==> src/logic/alu_isa_pkg.sv <==
/*
 * Instruction set definitions for the three-stage integer execute lane.
 * Import into any block that decodes or executes instructions.
 */
package alu_isa_pkg;

	// ======================================================================
	// Widths
	// ======================================================================
	localparam int XLEN  = 32;
	localparam int TAG_W = 4;
	localparam int IMM_W = 12;
	// Shift amount covers 0 to XLEN-1
	localparam int SH_W  = $clog2(XLEN);

	// Major opcodes, anything else faults as unimplemented
	typedef enum logic [4:0] {
		OP_R2    = 5'd0,
		OP_ADDI  = 5'd1,
		OP_SHIFT = 5'd2,
		OP_CHK   = 5'd3,
		OP_MUL   = 5'd4,
		OP_NOP   = 5'd5
	} opcode_e;

	// Register-register functions under OP_R2
	typedef enum logic [4:0] {
		FN_ADD  = 5'd0,
		FN_SUB  = 5'd1,
		FN_AND  = 5'd2,
		FN_OR   = 5'd3,
		FN_EOR  = 5'd4,
		FN_SEQ  = 5'd5,
		FN_SLT  = 5'd6,
		FN_SLTU = 5'd7,
		FN_MIN  = 5'd8,
		FN_MAX  = 5'd9,
		FN_MINU = 5'd10,
		FN_MAXU = 5'd11
	} func_e;

	// Function field reused by OP_SHIFT
	localparam logic [4:0] FN_ASL = 5'd0;
	localparam logic [4:0] FN_LSR = 5'd1;
	localparam logic [4:0] FN_ASR = 5'd2;

	// Function field reused by OP_MUL, high forms return the upper half
	localparam logic [4:0] FN_MUL   = 5'd0;
	localparam logic [4:0] FN_MULU  = 5'd1;
	localparam logic [4:0] FN_MULH  = 5'd2;
	localparam logic [4:0] FN_MULHU = 5'd3;

	// OP_CHK range forms, a must lie inside the range to pass
	localparam logic [4:0] CHK_GE_LT = 5'd0;
	localparam logic [4:0] CHK_GE_LE = 5'd1;
	localparam logic [4:0] CHK_GT_LT = 5'd2;
	localparam logic [4:0] CHK_GT_LE = 5'd3;

	// op2 combiner applied with the c operand
	localparam logic [2:0] OP2_AND = 3'd0;
	localparam logic [2:0] OP2_OR  = 3'd1;
	localparam logic [2:0] OP2_EOR = 3'd2;
	localparam logic [2:0] OP2_ADD = 3'd3;

	// ======================================================================
	// Instruction word and decoded operation
	// ======================================================================
	typedef struct packed {
		opcode_e          opcode;
		logic [4:0]       func;
		logic [2:0]       op2;
		logic             imm_sel;
		logic [5:0]       shamt;
		logic [IMM_W-1:0] imm;
	} instr_t;

	typedef struct packed {
		opcode_e          opcode;
		logic [4:0]       func;
		logic [2:0]       op2;
		logic [XLEN-1:0]  a;
		logic [XLEN-1:0]  b;
		// c or the sign-extended immediate
		logic [XLEN-1:0]  c;
		logic [XLEN-1:0]  t;
		logic [SH_W-1:0]  shamt;
		// Cause code raised by a failing OP_CHK
		logic [7:0]       chk_code;
		logic [TAG_W-1:0] tag;
		logic             is_mul;
		logic             is_unimp;
	} dec_op_t;

endpackage
==> src/logic/alu_result_pkg.sv <==
/*
 * Result-side definitions: fault causes and the execute-stage payload.
 * Import where results are formed or retired.
 */
package alu_result_pkg;

	import alu_isa_pkg::*;

	// Zero means no fault, bounds checks supply their own codes
	typedef enum logic [7:0] {
		CAUSE_NONE  = 8'h00,
		CAUSE_UNIMP = 8'hFE
	} cause_e;

	// Multiplier operand interpretation
	typedef enum logic {
		MUL_SIGNED   = 1'b0,
		MUL_UNSIGNED = 1'b1
	} mul_sel_e;

	// Carried from execute into writeback
	typedef struct packed {
		logic [XLEN-1:0]  value;
		cause_e           cause;
		logic [TAG_W-1:0] tag;
		// Writeback takes the product instead of value
		logic             is_mul;
		// Upper product half wanted
		logic             mul_high;
	} exec_res_t;

endpackage

==> src/logic/alu_op_if.sv <==
/*
 * Decoded-operation bundle between decode and the execute stages.
 * One cycle of valid is one operation, there is no ready.
 */
`timescale 1ns/1ps

interface alu_op_if
	import alu_isa_pkg::*;
	();

	// Strobe for this cycle's operation
	logic    valid;
	// Decoded fields and operands
	dec_op_t data;

	// Decode side
	modport producer
	(
		output valid,
		output data
	);

	// Execute and multiplier side
	modport consumer
	(
		input valid,
		input data
	);

endinterface

==> src/logic/alu_top.sv <==
/*
 * Three-stage integer execute lane. Issue one operation per strobe,
 * the result appears three cycles later, in issue order.
 */
`timescale 1ns/1ps

module alu_top
	import alu_isa_pkg::*;
	import alu_result_pkg::*;
(
	input  logic             clk,
	input  logic             rst,
	input  logic             issue_valid,
	input  instr_t           instr,
	input  logic [XLEN-1:0]  a,
	input  logic [XLEN-1:0]  b,
	input  logic [XLEN-1:0]  c,
	input  logic [XLEN-1:0]  t,
	input  logic [TAG_W-1:0] tag,
	output logic             result_valid,
	output logic [XLEN-1:0]  result,
	output logic [TAG_W-1:0] result_tag,
	output cause_e           cause
);

	// Exec to writeback
	logic              res_valid;
	exec_res_t         res;
	logic [2*XLEN-1:0] product;

	// Decoded operation bus
	alu_op_if op_bus ();

	alu_decode u_decode (
		.clk        (clk),
		.rst        (rst),
		.issue_valid(issue_valid),
		.instr      (instr),
		.a          (a),
		.b          (b),
		.c          (c),
		.t          (t),
		.tag        (tag),
		.op         (op_bus)
	);

	// Runs beside exec, no valid of its own
	alu_mul_pipe u_mul (
		.clk    (clk),
		.op     (op_bus),
		.product(product)
	);

	alu_exec u_exec (
		.clk      (clk),
		.rst      (rst),
		.op       (op_bus),
		.res_valid(res_valid),
		.res      (res)
	);

	alu_writeback u_wb (
		.clk         (clk),
		.rst         (rst),
		.res_valid   (res_valid),
		.res         (res),
		.product     (product),
		.result_valid(result_valid),
		.result      (result),
		.result_tag  (result_tag),
		.cause       (cause)
	);

endmodule

==> src/logic/alu_writeback.sv <==
/*
 * Writeback stage. Merges the multiplier product with the exec result
 * and drives the one-cycle result strobe and its data.
 */
`timescale 1ns/1ps

module alu_writeback
	import alu_isa_pkg::*;
	import alu_result_pkg::*;
(
	input  logic              clk,
	input  logic              rst,
	input  logic              res_valid,
	input  exec_res_t         res,
	input  logic [2*XLEN-1:0] product,
	output logic              result_valid,
	output logic [XLEN-1:0]   result,
	output logic [TAG_W-1:0]  result_tag,
	output cause_e            cause
);

	logic [XLEN-1:0] value_d;

	// Product half for multiplies, exec value otherwise
	always_comb
	begin
		if (!res.is_mul)
			value_d = res.value;
		else if (res.mul_high)
			value_d = product[2*XLEN-1:XLEN];
		else
			value_d = product[XLEN-1:0];
	end

	// Strobe
	always_ff @(posedge clk)
	begin
		if (rst)
			result_valid <= 1'b0;
		else
			result_valid <= res_valid;
	end

	// Data follows the exec register every cycle
	always_ff @(posedge clk)
	begin
		result     <= value_d;
		result_tag <= res.tag;
		cause      <= res.cause;
	end

endmodule

==> src/logic/alu_exec.sv <==
/*
 * Execute stage. Forms every single-cycle result and bounds-check fault
 * from the decoded operation and registers it for writeback.
 */
`timescale 1ns/1ps

module alu_exec
	import alu_isa_pkg::*;
	import alu_result_pkg::*;
(
	input  logic       clk,
	input  logic       rst,
	alu_op_if.consumer op,
	output logic       res_valid,
	output exec_res_t  res
);

	dec_op_t         d;
	logic [XLEN-1:0] lop;
	logic            chk_in;
	exec_res_t       res_d;

	// Pick the min or max of three, signed or unsigned
	function automatic logic [XLEN-1:0] sel3(
		input logic            sgn,
		input logic            is_max,
		input logic [XLEN-1:0] x,
		input logic [XLEN-1:0] y,
		input logic [XLEN-1:0] z
	);
		logic signed [XLEN:0] be;
		logic signed [XLEN:0] ye;
		logic signed [XLEN:0] ze;
		logic [XLEN-1:0]      best;
		be   = {sgn & x[XLEN-1], x};
		ye   = {sgn & y[XLEN-1], y};
		ze   = {sgn & z[XLEN-1], z};
		best = x;
		if (is_max ? (ye > be) : (ye < be))
		begin
			be   = ye;
			best = y;
		end
		if (is_max ? (ze > be) : (ze < be))
			best = z;
		return best;
	endfunction

	assign d = op.data;

	// First half of the three-input logic forms
	always_comb
	begin
		case (d.func)
			FN_AND:  lop = d.a & d.b;
			FN_OR:   lop = d.a | d.b;
			FN_EOR:  lop = d.a ^ d.b;
			default: lop = d.a + d.b;
		endcase
	end

	// Range test for OP_CHK, compares are unsigned
	always_comb
	begin
		case (d.func)
			CHK_GE_LT: chk_in = (d.a >= d.b) && (d.a < d.c);
			CHK_GE_LE: chk_in = (d.a >= d.b) && (d.a <= d.c);
			CHK_GT_LT: chk_in = (d.a > d.b) && (d.a < d.c);
			CHK_GT_LE: chk_in = (d.a > d.b) && (d.a <= d.c);
			default:   chk_in = 1'b1;
		endcase
	end

	// ======================================================================
	// Result select
	// ======================================================================
	always_comb
	begin
		res_d.value    = '0;
		res_d.cause    = CAUSE_NONE;
		res_d.tag      = d.tag;
		res_d.is_mul   = d.is_mul;
		res_d.mul_high = (d.func == FN_MULH) || (d.func == FN_MULHU);
		case (d.opcode)
			OP_R2:
				case (d.func)
					FN_ADD, FN_AND, FN_OR, FN_EOR:
						case (d.op2)
							OP2_AND: res_d.value = lop & d.c;
							OP2_OR:  res_d.value = lop | d.c;
							OP2_EOR: res_d.value = lop ^ d.c;
							OP2_ADD: res_d.value = lop + d.c;
							default: res_d.value = '0;
						endcase
					FN_SUB:  res_d.value = d.a - d.b - d.c;
					// Set forms return c on true, old target otherwise
					FN_SEQ:  res_d.value = (d.a == d.b) ? d.c : d.t;
					FN_SLT:  res_d.value = ($signed(d.a) < $signed(d.b)) ? d.c : d.t;
					FN_SLTU: res_d.value = (d.a < d.b) ? d.c : d.t;
					FN_MIN:  res_d.value = sel3(1'b1, 1'b0, d.a, d.b, d.c);
					FN_MAX:  res_d.value = sel3(1'b1, 1'b1, d.a, d.b, d.c);
					FN_MINU: res_d.value = sel3(1'b0, 1'b0, d.a, d.b, d.c);
					FN_MAXU: res_d.value = sel3(1'b0, 1'b1, d.a, d.b, d.c);
					default: res_d.value = '0;
				endcase
			// c already holds the immediate
			OP_ADDI:
				res_d.value = d.a + d.c;
			OP_SHIFT:
				case (d.func)
					FN_ASL:  res_d.value = d.a << d.shamt;
					FN_LSR:  res_d.value = d.a >> d.shamt;
					FN_ASR:  res_d.value = $signed(d.a) >>> d.shamt;
					default: res_d.value = '0;
				endcase
			// Value stays zero, cause only on a miss
			OP_CHK:
				if (!chk_in)
					res_d.cause = cause_e'(d.chk_code);
			OP_NOP:
				res_d.value = d.t;
			default:
				res_d.value = '0;
		endcase
		// Illegal encodings override everything
		if (d.is_unimp)
		begin
			res_d.value  = '0;
			res_d.cause  = CAUSE_UNIMP;
			res_d.is_mul = 1'b0;
		end
	end

	alu_stage_reg #(
		.payload_t(exec_res_t)
	) u_exec_reg (
		.clk      (clk),
		.rst      (rst),
		.in_valid (op.valid),
		.in_data  (res_d),
		.out_valid(res_valid),
		.out_data (res)
	);

endmodule

==> src/logic/alu_mul_pipe.sv <==
/*
 * Free-running multiplier beside the execute stage. Partial products are
 * registered with the exec result, the 64-bit product is summed after it.
 */
`timescale 1ns/1ps

module alu_mul_pipe
	import alu_isa_pkg::*;
	import alu_result_pkg::*;
(
	input  logic              clk,
	alu_op_if.consumer        op,
	output logic [2*XLEN-1:0] product
);

	localparam int HALF = XLEN / 2;
	// 33-bit operand by 17-bit slice
	localparam int PP_W = (XLEN + 1) + (HALF + 1);

	mul_sel_e               sel;
	logic                   sgn;
	logic signed [XLEN:0]   ax;
	logic signed [XLEN:0]   bx;
	logic signed [PP_W-1:0] pp_lo_d;
	logic signed [PP_W-1:0] pp_hi_d;
	logic signed [PP_W-1:0] pp_lo_q;
	logic signed [PP_W-1:0] pp_hi_q;

	// Signed or unsigned from the function field
	always_comb
	begin
		case (op.data.func)
			FN_MULU, FN_MULHU:
				sel = MUL_UNSIGNED;
			FN_MUL, FN_MULH:
				sel = MUL_SIGNED;
			default:
				sel = MUL_SIGNED;
		endcase
	end

	assign sgn = (sel == MUL_SIGNED);

	// One extra bit makes both forms a signed multiply
	assign ax = {sgn & op.data.a[XLEN-1], op.data.a};
	assign bx = {sgn & op.data.b[XLEN-1], op.data.b};

	// ======================================================================
	// Partial products
	// ======================================================================
	// Low slice of b is unsigned, upper slice keeps the sign
	assign pp_lo_d = ax * $signed({1'b0, bx[HALF-1:0]});
	assign pp_hi_d = ax * $signed(bx[XLEN:HALF]);

	// Lines up with the exec result register
	always_ff @(posedge clk)
	begin
		pp_lo_q <= pp_lo_d;
		pp_hi_q <= pp_hi_d;
	end

	// Final add, writeback captures this on the next edge
	assign product = {{(2*XLEN-PP_W){pp_lo_q[PP_W-1]}}, pp_lo_q}
		+ ({{(2*XLEN-PP_W){pp_hi_q[PP_W-1]}}, pp_hi_q} << HALF);

endmodule

==> src/logic/alu_decode.sv <==
/*
 * Decode stage. Splits the instruction, picks the c-or-immediate operand
 * and shift amount, flags illegal encodings and registers the result.
 */
`timescale 1ns/1ps

module alu_decode
	import alu_isa_pkg::*;
(
	input  logic             clk,
	input  logic             rst,
	input  logic             issue_valid,
	input  instr_t           instr,
	input  logic [XLEN-1:0]  a,
	input  logic [XLEN-1:0]  b,
	input  logic [XLEN-1:0]  c,
	input  logic [XLEN-1:0]  t,
	input  logic [TAG_W-1:0] tag,
	alu_op_if.producer       op
);

	logic [XLEN-1:0] imm_sx;
	logic            unimp;
	dec_op_t         dec_d;

	// Sign-extended immediate
	assign imm_sx = {{(XLEN-IMM_W){instr.imm[IMM_W-1]}}, instr.imm};

	// ======================================================================
	// Legal encoding check
	// ======================================================================
	always_comb
	begin
		unimp = 1'b0;
		case (instr.opcode)
			OP_R2:
				case (instr.func)
					// Add also accepts the plus combiner
					FN_ADD:
						unimp = instr.op2 > OP2_ADD;
					FN_AND, FN_OR, FN_EOR:
						unimp = instr.op2 > OP2_EOR;
					FN_SUB, FN_SEQ, FN_SLT, FN_SLTU,
					FN_MIN, FN_MAX, FN_MINU, FN_MAXU:
						unimp = 1'b0;
					default:
						unimp = 1'b1;
				endcase
			OP_SHIFT:
				unimp = instr.func > FN_ASR;
			OP_MUL:
				unimp = instr.func > FN_MULHU;
			OP_CHK:
				unimp = instr.func > CHK_GT_LE;
			OP_ADDI, OP_NOP:
				unimp = 1'b0;
			default:
				unimp = 1'b1;
		endcase
	end

	// ======================================================================
	// Operand selection
	// ======================================================================
	always_comb
	begin
		dec_d.opcode = instr.opcode;
		dec_d.func   = instr.func;
		dec_d.op2    = instr.op2;
		dec_d.a      = a;
		dec_d.b      = b;
		dec_d.t      = t;
		dec_d.tag    = tag;
		// ADDI always adds the immediate
		if (instr.imm_sel || instr.opcode == OP_ADDI)
			dec_d.c = imm_sx;
		else
			dec_d.c = c;
		// Immediate amount or low bits of c
		if (instr.imm_sel)
			dec_d.shamt = instr.shamt[SH_W-1:0];
		else
			dec_d.shamt = c[SH_W-1:0];
		dec_d.chk_code = instr.imm[7:0];
		dec_d.is_unimp = unimp;
		dec_d.is_mul   = (instr.opcode == OP_MUL) && !unimp;
	end

	// Stage boundary onto the operation bus
	alu_stage_reg #(
		.payload_t(dec_op_t)
	) u_dec_reg (
		.clk      (clk),
		.rst      (rst),
		.in_valid (issue_valid),
		.in_data  (dec_d),
		.out_valid(op.valid),
		.out_data (op.data)
	);

endmodule

==> src/logic/alu_stage_reg.sv <==
/*
 * Generic pipeline stage boundary. Valid is cleared by reset,
 * the payload simply follows its input every cycle.
 */
`timescale 1ns/1ps

module alu_stage_reg #(
	parameter type payload_t = logic
) (
	input  logic     clk,
	input  logic     rst,
	input  logic     in_valid,
	input  payload_t in_data,
	output logic     out_valid,
	output payload_t out_data
);

	// Control bit
	always_ff @(posedge clk)
	begin
		if (rst)
			out_valid <= 1'b0;
		else
			out_valid <= in_valid;
	end

	// Payload
	always_ff @(posedge clk)
	begin
		out_data <= in_data;
	end

endmodule

==> config.mk <==
export PLATFORM = sky130hd
export DESIGN_NAME = alu_top
export DESIGN_NICKNAME = d
export VERILOG_FILES = /design/src/logic/alu_isa_pkg.sv /design/src/logic/alu_result_pkg.sv /design/src/logic/alu_op_if.sv /design/src/logic/alu_top.sv /design/src/logic/alu_writeback.sv /design/src/logic/alu_exec.sv /design/src/logic/alu_mul_pipe.sv /design/src/logic/alu_decode.sv /design/src/logic/alu_stage_reg.sv
export SDC_FILE = /design/constraint.sdc
export NUM_CORES = 2
export LEC_CHECK = 0
export BUFFER_PORTS_ARGS = -buffer_cell sky130_fd_sc_hd__buf_4
export CELL_PAD_IN_SITES_DETAIL_PLACEMENT = 0
export CELL_PAD_IN_SITES_GLOBAL_PLACEMENT = 1
export CORE_MARGIN = 2
export CORE_UTILIZATION = 40
export DETAILED_ROUTE_END_ITERATION = 10
export PLACE_DENSITY = 0.67
export SLEW_MARGIN = 25
export SYNTH_ARGS = -nofsm -noshare
export SYNTH_HDL_FRONTEND = slang
export SYNTH_SLANG_ARGS = --single-unit
==> constraint.sdc <==
create_clock -name clk -period 12.9 [get_ports clk]
set_input_delay 1.29 -clock clk [delete_from_list [all_inputs] [get_ports clk]]
set_output_delay 1.29 -clock clk [all_outputs]
set_load 0.02 [all_outputs]
Word-level counts from Yosys, hierarchy flattened
Cells that the tools add are included.
Cells by class
  add/sub/neg operators: 6
  multipliers: 2
  $lt $le $gt $ge: 18
  eq/ne operators: 35
  shift operators: 3
  muxes and demuxes: 38
  bitwise logic cells: 10
  reduce and logical (&&, ||, !) cells: 20
Operators by type and width (count)
  $mux 32: 16
  $mux 33: 10
  $pmux 32 s9: 1
  $pmux 32 s4: 2
  $pmux 32 s3: 2
  $lt 32x32->1: 5
  $add 32x32->32: 3
  $gt 32x32->1: 3
  $add 64x64->64: 1
  $and 32x32->32: 2
  $or 32x32->32: 2
  $sub 32x32->32: 2
  $xor 32x32->32: 2
  $eq 5x3->1 const B: 11
  $mul 33x17->50: 1
  $mul 33x17->48: 1
  $eq 5x2->1 const B: 8
  $eq 5x4->1 const B: 8
  $gt 32x33->1: 1
  $gt 33x33->1: 1
  $lt 32x33->1: 1
  $lt 33x33->1: 1
  $eq 32x32->1: 1
  $ge 32x32->1: 1
  25 further kinds: 46
Storage, ports and cells
  register bits after elaboration: 351
  bits of input ports: 167
  word-level logic and storage cells: 158

Logic depth before layout (Yosys ltp)
  word-level depth: 8
  depth in mapped cells: 30
  mapped depth without buffers: 26

Hierarchy
A second synthesis with hierarchy kept.
Unflattened totals
  cell total of the unflattened synthesis: 8239
  area total of the unflattened synthesis: 70535.1 um^2
By module, submodules not included
  alu_mul_pipe: times used 1, cells each 4682, area each 41751.3 um^2
  alu_exec: times used 1, cells each 3133, area each 22432.8 um^2
  alu_stage_reg at u_decode.u_dec_reg: times used 1, cells each 162, area each 3236.9 um^2
  alu_writeback: times used 1, cells each 153, area each 1612.8 um^2
  alu_stage_reg at u_exec.u_exec_reg: times used 1, cells each 48, area each 954.7 um^2
  alu_decode: times used 1, cells each 61, area each 546.8 um^2

Worst setup path after synthesis
Ideal clock, no wire load.
  path type: reg-to-reg
  start: register u_decode.u_dec_reg.out_data[150] (netlist name)
  end: register u_mul.pp_hi_q[44]
  arrival: 7079 ps
  path slack: 5715 ps
  cell stages (with the launch flop): 31
  period minus slack after synthesis: 7185 ps
  cell sequence: dfxtp_1 -> clkbuf_1 -> clkbuf_1 -> clkbuf_1 -> nand2_1 -> nand2_1 -> inv_1 -> clkbuf_1 -> nand2_1 -> fa_1 -> fa_1 -> inv_1 -> fa_1 -> inv_1 -> fa_1 -> fa_1 -> inv_1 -> fa_1 -> ha_1 -> clkbuf_1 -> a21oi_1 -> a21o_1 -> a21o_1 -> inv_1 -> a2111oi_0 -> o22ai_1 -> o21ai_0 -> a311oi_1 -> a221oi_1 -> a21oi_1 -> o311ai_0
On the way
  cells in the longest elaborated chain, start to end: 6
  elaborated cells between the ends (all ways): 8
  those cells by class: mul: 1; eq/ne: 2; mux: 1; bitwise: 3; reduce/logical: 1
Ends and longest elaborated chain
  start, declared: RTL line alu_stage_reg.sv:15  | output payload_t out_data
  start signal, assigned: RTL line alu_stage_reg.sv:30  | out_data <= in_data;
  $eq 5x1->1 or $eq 5x2->1 (tied branches): RTL line alu_mul_pipe.sv:32  | case (op.data.func)
  $reduce_or 2->1 (*): RTL line alu_mul_pipe.sv:32
  $mux 1 (*): RTL line alu_mul_pipe.sv:32
  $not 1->1 (*): RTL line alu_mul_pipe.sv:42  | assign sgn = (sel == MUL_SIGNED);
  $and 1x1->1 (on tied branches): RTL line alu_mul_pipe.sv:45, alu_mul_pipe.sv:46
  $mul 33x17->48 (*): RTL line alu_mul_pipe.sv:53  | assign pp_hi_d = ax * $signed(bx[XLEN:HALF]);
  via u_mul.pp_hi_d[44]: RTL line alu_mul_pipe.sv:25  | logic signed [PP_W-1:0] pp_hi_d;
  end signal, assigned: RTL line alu_mul_pipe.sv:59  | pp_hi_q <= pp_hi_d;
  end, declared: RTL line alu_mul_pipe.sv:27  | logic signed [PP_W-1:0] pp_hi_q;
The timed path passes the listed nets; every way through them passes the cells marked *.
A chain may end at the register's enable or synchronous reset.

Final worst setup path
  start: register u_decode.u_dec_reg.out_data[153] (netlist name)
  end: register u_mul.pp_hi_q[44]
Same word-level chain as after synthesis.

==> run summary <==
Cts-stage hold buffer count = 0
Hold_ws = 0.325 ns
Clk slew on worst S/H paths = 0.06 ns
Critical Path RT = 13.44 ns
Path depth of the worst reg2reg path = 28
Num CTS Buffers = 48
Site Rows = 152
Min Tclk post-route = 9.49 ns
Actual slew at the worst max-slew pin = 1.27 ns
Grt ovf = 0
Critical Path Start Type = flip-flop
Post-route design area = 0.0754 mm^2
Most frequent cell on the critical path = fa_1
WS Path Type = flip-flop to flip-flop
Layout cell share with drive strength beyond 1 = 0.0845
Fmax = 105 MHz
# fillers = 17318
WL per Instance = 28.9 um
Clk sinks = 351
Synth warn = 0
FF-to-FF Start = u_decode.u_dec_reg.out_data[153]
Clock Skews = 0.0570 ns
Final Max Slew Viols = 0
Max-cap violation count = 0
Iter 0 DRT Violations = 7066
DP Cell Count = 10609
Clock buffer depth = 3
First-pass GRT wire length = 446000 um
Post-Route WL = 310000 um
Delay of the slowest critical-path stage = 0.91 ns
Reg2Reg Setup Slack = 3.41 ns
Detailed-route via count = 62885
Slew margin rel. = 0.154
Mapped Cells = 8319
Crit path to = u_mul.pp_hi_q[44]
Setup crit start = u_decode.u_dec_reg.out_data[153]
Area Overhead vs Synth = 9.10%
Remaining DRCs = 0
Io pins = 212
Syn nets = 10240
Core ar. = 0.172 mm^2
Final ANT Viol Nets = 0
CP max stage cell = inv_1
Outcome = finished, final reports clean
Die Ht = 420 um
Initial antenna violation count = 24
Resize count post-CTS = 0
Hold WC Path Type = flip-flop to flip-flop
Die area = 0.176 mm^2
Total track usage = 0.354
Root buffer cell = clkbuf_16
Initial core utilization = 0.403
Chip width = 420 um
Final setup vio count = 0
Vias/cell = 5.87
Dpl cell area = 0.0737 mm^2
Register area share after synthesis = 0.102
Yosys reg bits = 351
Final Hold Viols = 0
H-tree depth = 2
R2R Path End = u_mul.pp_hi_q[44]
Buffers added on ports = 210
Vias in the first global route = 62262
Share of flip-flops with an asynchronous set or reset = 0
RSZ-0062 raised after global routing = false
Final nets = 10270
Worst skew pair latency = 0.70 ns
HPWL Detailed = 246000 um
Mapped Area = 0.0692 mm^2
CTS tree = done
Mean Syn Cell Area = 8.31 um^2
Crit path DAT = 10.03 ns
EDFF count, synth = 0
Ys flop type = dfxtp_1
Setup crit end kind = flip-flop
Post-CTS setup buffer count = 0
Setup TNS = 0 ns
Largest net degree at the start of global routing = 65
Number of detailed-route iterations in the first pass = 6
Post-Layout Cell Count = 10719
Max Fanout on Critical Path = 21
Count of cell types in the netlist = 94
Final worst path period share = 0.735
GPL Wtd Cong = 1.02
## synthesized netlist by cell type (20+ instances only)
master / instances / area (um^2)
a221oi_1: 60 / 526
a21o_1: 181 / 1360
ha_1: 694 / 8680
o21ai_0: 270 / 1350
o21a_1: 47 / 353
nor4_1: 28 / 175
o211ai_1: 54 / 405
xnor2_1: 142 / 1240
inv_1: 1289 / 4840
o22ai_1: 38 / 238
a2111oi_0: 27 / 236
xor2_1: 70 / 613
mux2_2: 23 / 259
o21bai_1: 39 / 293
clkbuf_1: 342 / 1280
a211oi_1: 73 / 548
nor3_1: 82 / 410
dfxtp_1: 351 / 7030
nand2b_1: 58 / 363
a211o_1: 20 / 175
o221ai_1: 26 / 228
and2_1: 33 / 206
nor2b_1: 51 / 319
buf_1: 90 / 338
mux4_2: 64 / 1440
mux2i_1: 90 / 901
nor2_1: 955 / 3580
a21oi_1: 540 / 2700
a22oi_1: 24 / 180
nand3_1: 77 / 385
fa_1: 1060 / 21200
nand2_1: 932 / 3500
nand4_1: 52 / 325
a31oi_1: 48 / 300
and3_1: 37 / 231
or3_1: 28 / 175
## final cells by class
cell class              count  area (um^2)  area share
repair buffers            430         3250      0.0430
multi-input cells        6214        55600       0.737
clock inverters            28          344     0.00456
flip-flops and latches    351         7070      0.0937
well taps                2310         2890      0.0383
inverters                1304         4900      0.0649
clock buffers              61         1320      0.0175
diodes                     21         52.6    0.000697
## critical path: cells and delay by family (launching register included)
family	cells	cell delay [ns]
buffers and inverters	7	1.49
AND/OR/NAND/NOR	4	1.11
AO/OA/AOI/OAI	10	3.05
flip-flops	1	0.42
adder cells (fa/ha/maj)	7	3.20
## worst min-delay path by stage
stage,startpoint,to,cells past startpoint
6_report,u_decode.u_dec_reg.out_data[4],u_exec.u_exec_reg.out_data[4],0
4_1_cts,u_exec.u_exec_reg.out_data[9],u_wb.cause[3],0
2_1_floorplan,u_decode.u_dec_reg.out_data[2],u_exec.u_exec_reg.out_data[2],0
5_1_grt,u_exec.u_exec_reg.out_data[4],u_wb.result_tag[2],0
3_5_place_dp,u_exec.u_exec_reg.out_data[9],u_wb.cause[3],0
3_3_place_gp,u_decode.u_dec_reg.out_data[2],u_exec.u_exec_reg.out_data[2],0
## placed cells by master, fill, tap and decap left out, types with 54 or more instances in the layout
cell type,instances
nor3_1,78
mux2i_1,90
mux4_2,64
a211oi_1,70
xnor2_1,142
o211ai_1,54
nand2b_1,58
buf_4,428
nand3_1,77
a21o_1,181
ha_1,694
a221oi_1,60
fa_1,1060
nand2_1,932
nor2_1,953
o21ai_0,269
dfxtp_1,322
inv_1,1289
xor2_1,70
a21oi_1,539
## per-layer routing
| layer | track usage | wire length, um | vias to the layer above |
|---|---|---|---|
| met4 | 0.166 | 17500 | 8 |
| met2 | 0.530 | 132000 | 3243 |
| li1 | - | - | 27300 |
| met1 | 0.484 | 130000 | 31707 |
| met3 | 0.0782 | 30000 | 627 |
| met5 | 0 | 56 | - |
## kinds of logic after synthesis
kind of cell / Yosys count / share of synthesized area
flops: 351 / 0.102
compound gates: 1667 / 0.158
simple gates: 2404 / 0.148
mux: 177 / 0.0376
xor+xnor: 212 / 0.0269
fa+ha+maj: 1754 / 0.432
buf+inv: 1754 / 0.0956
## per-stage QoR
stage / utilization / setup WS [ns]
detailed placement: 0.429 / 3.76
floorplan: - / 5.72
CTS: 0.439 / 3.69
global placement: 0.429 / 3.70
global route: 0.439 / 2.91
finish: 0.439 / 3.41
## registers in the layout, indices dropped and copies added (netlist names), 4 cells and up
signal and cells:
u_wb.result_tag 4, u_decode.u_dec_reg.out_data 160, u_mul.pp_lo_q 50, u_mul.pp_hi_q 48
u_exec.u_exec_reg.out_data 46, u_wb.result 32, u_wb.cause 8
Power is left out: the tool's default activity adds up to more than one toggle a clock period on the data nets, which glitch-free logic cannot reach.
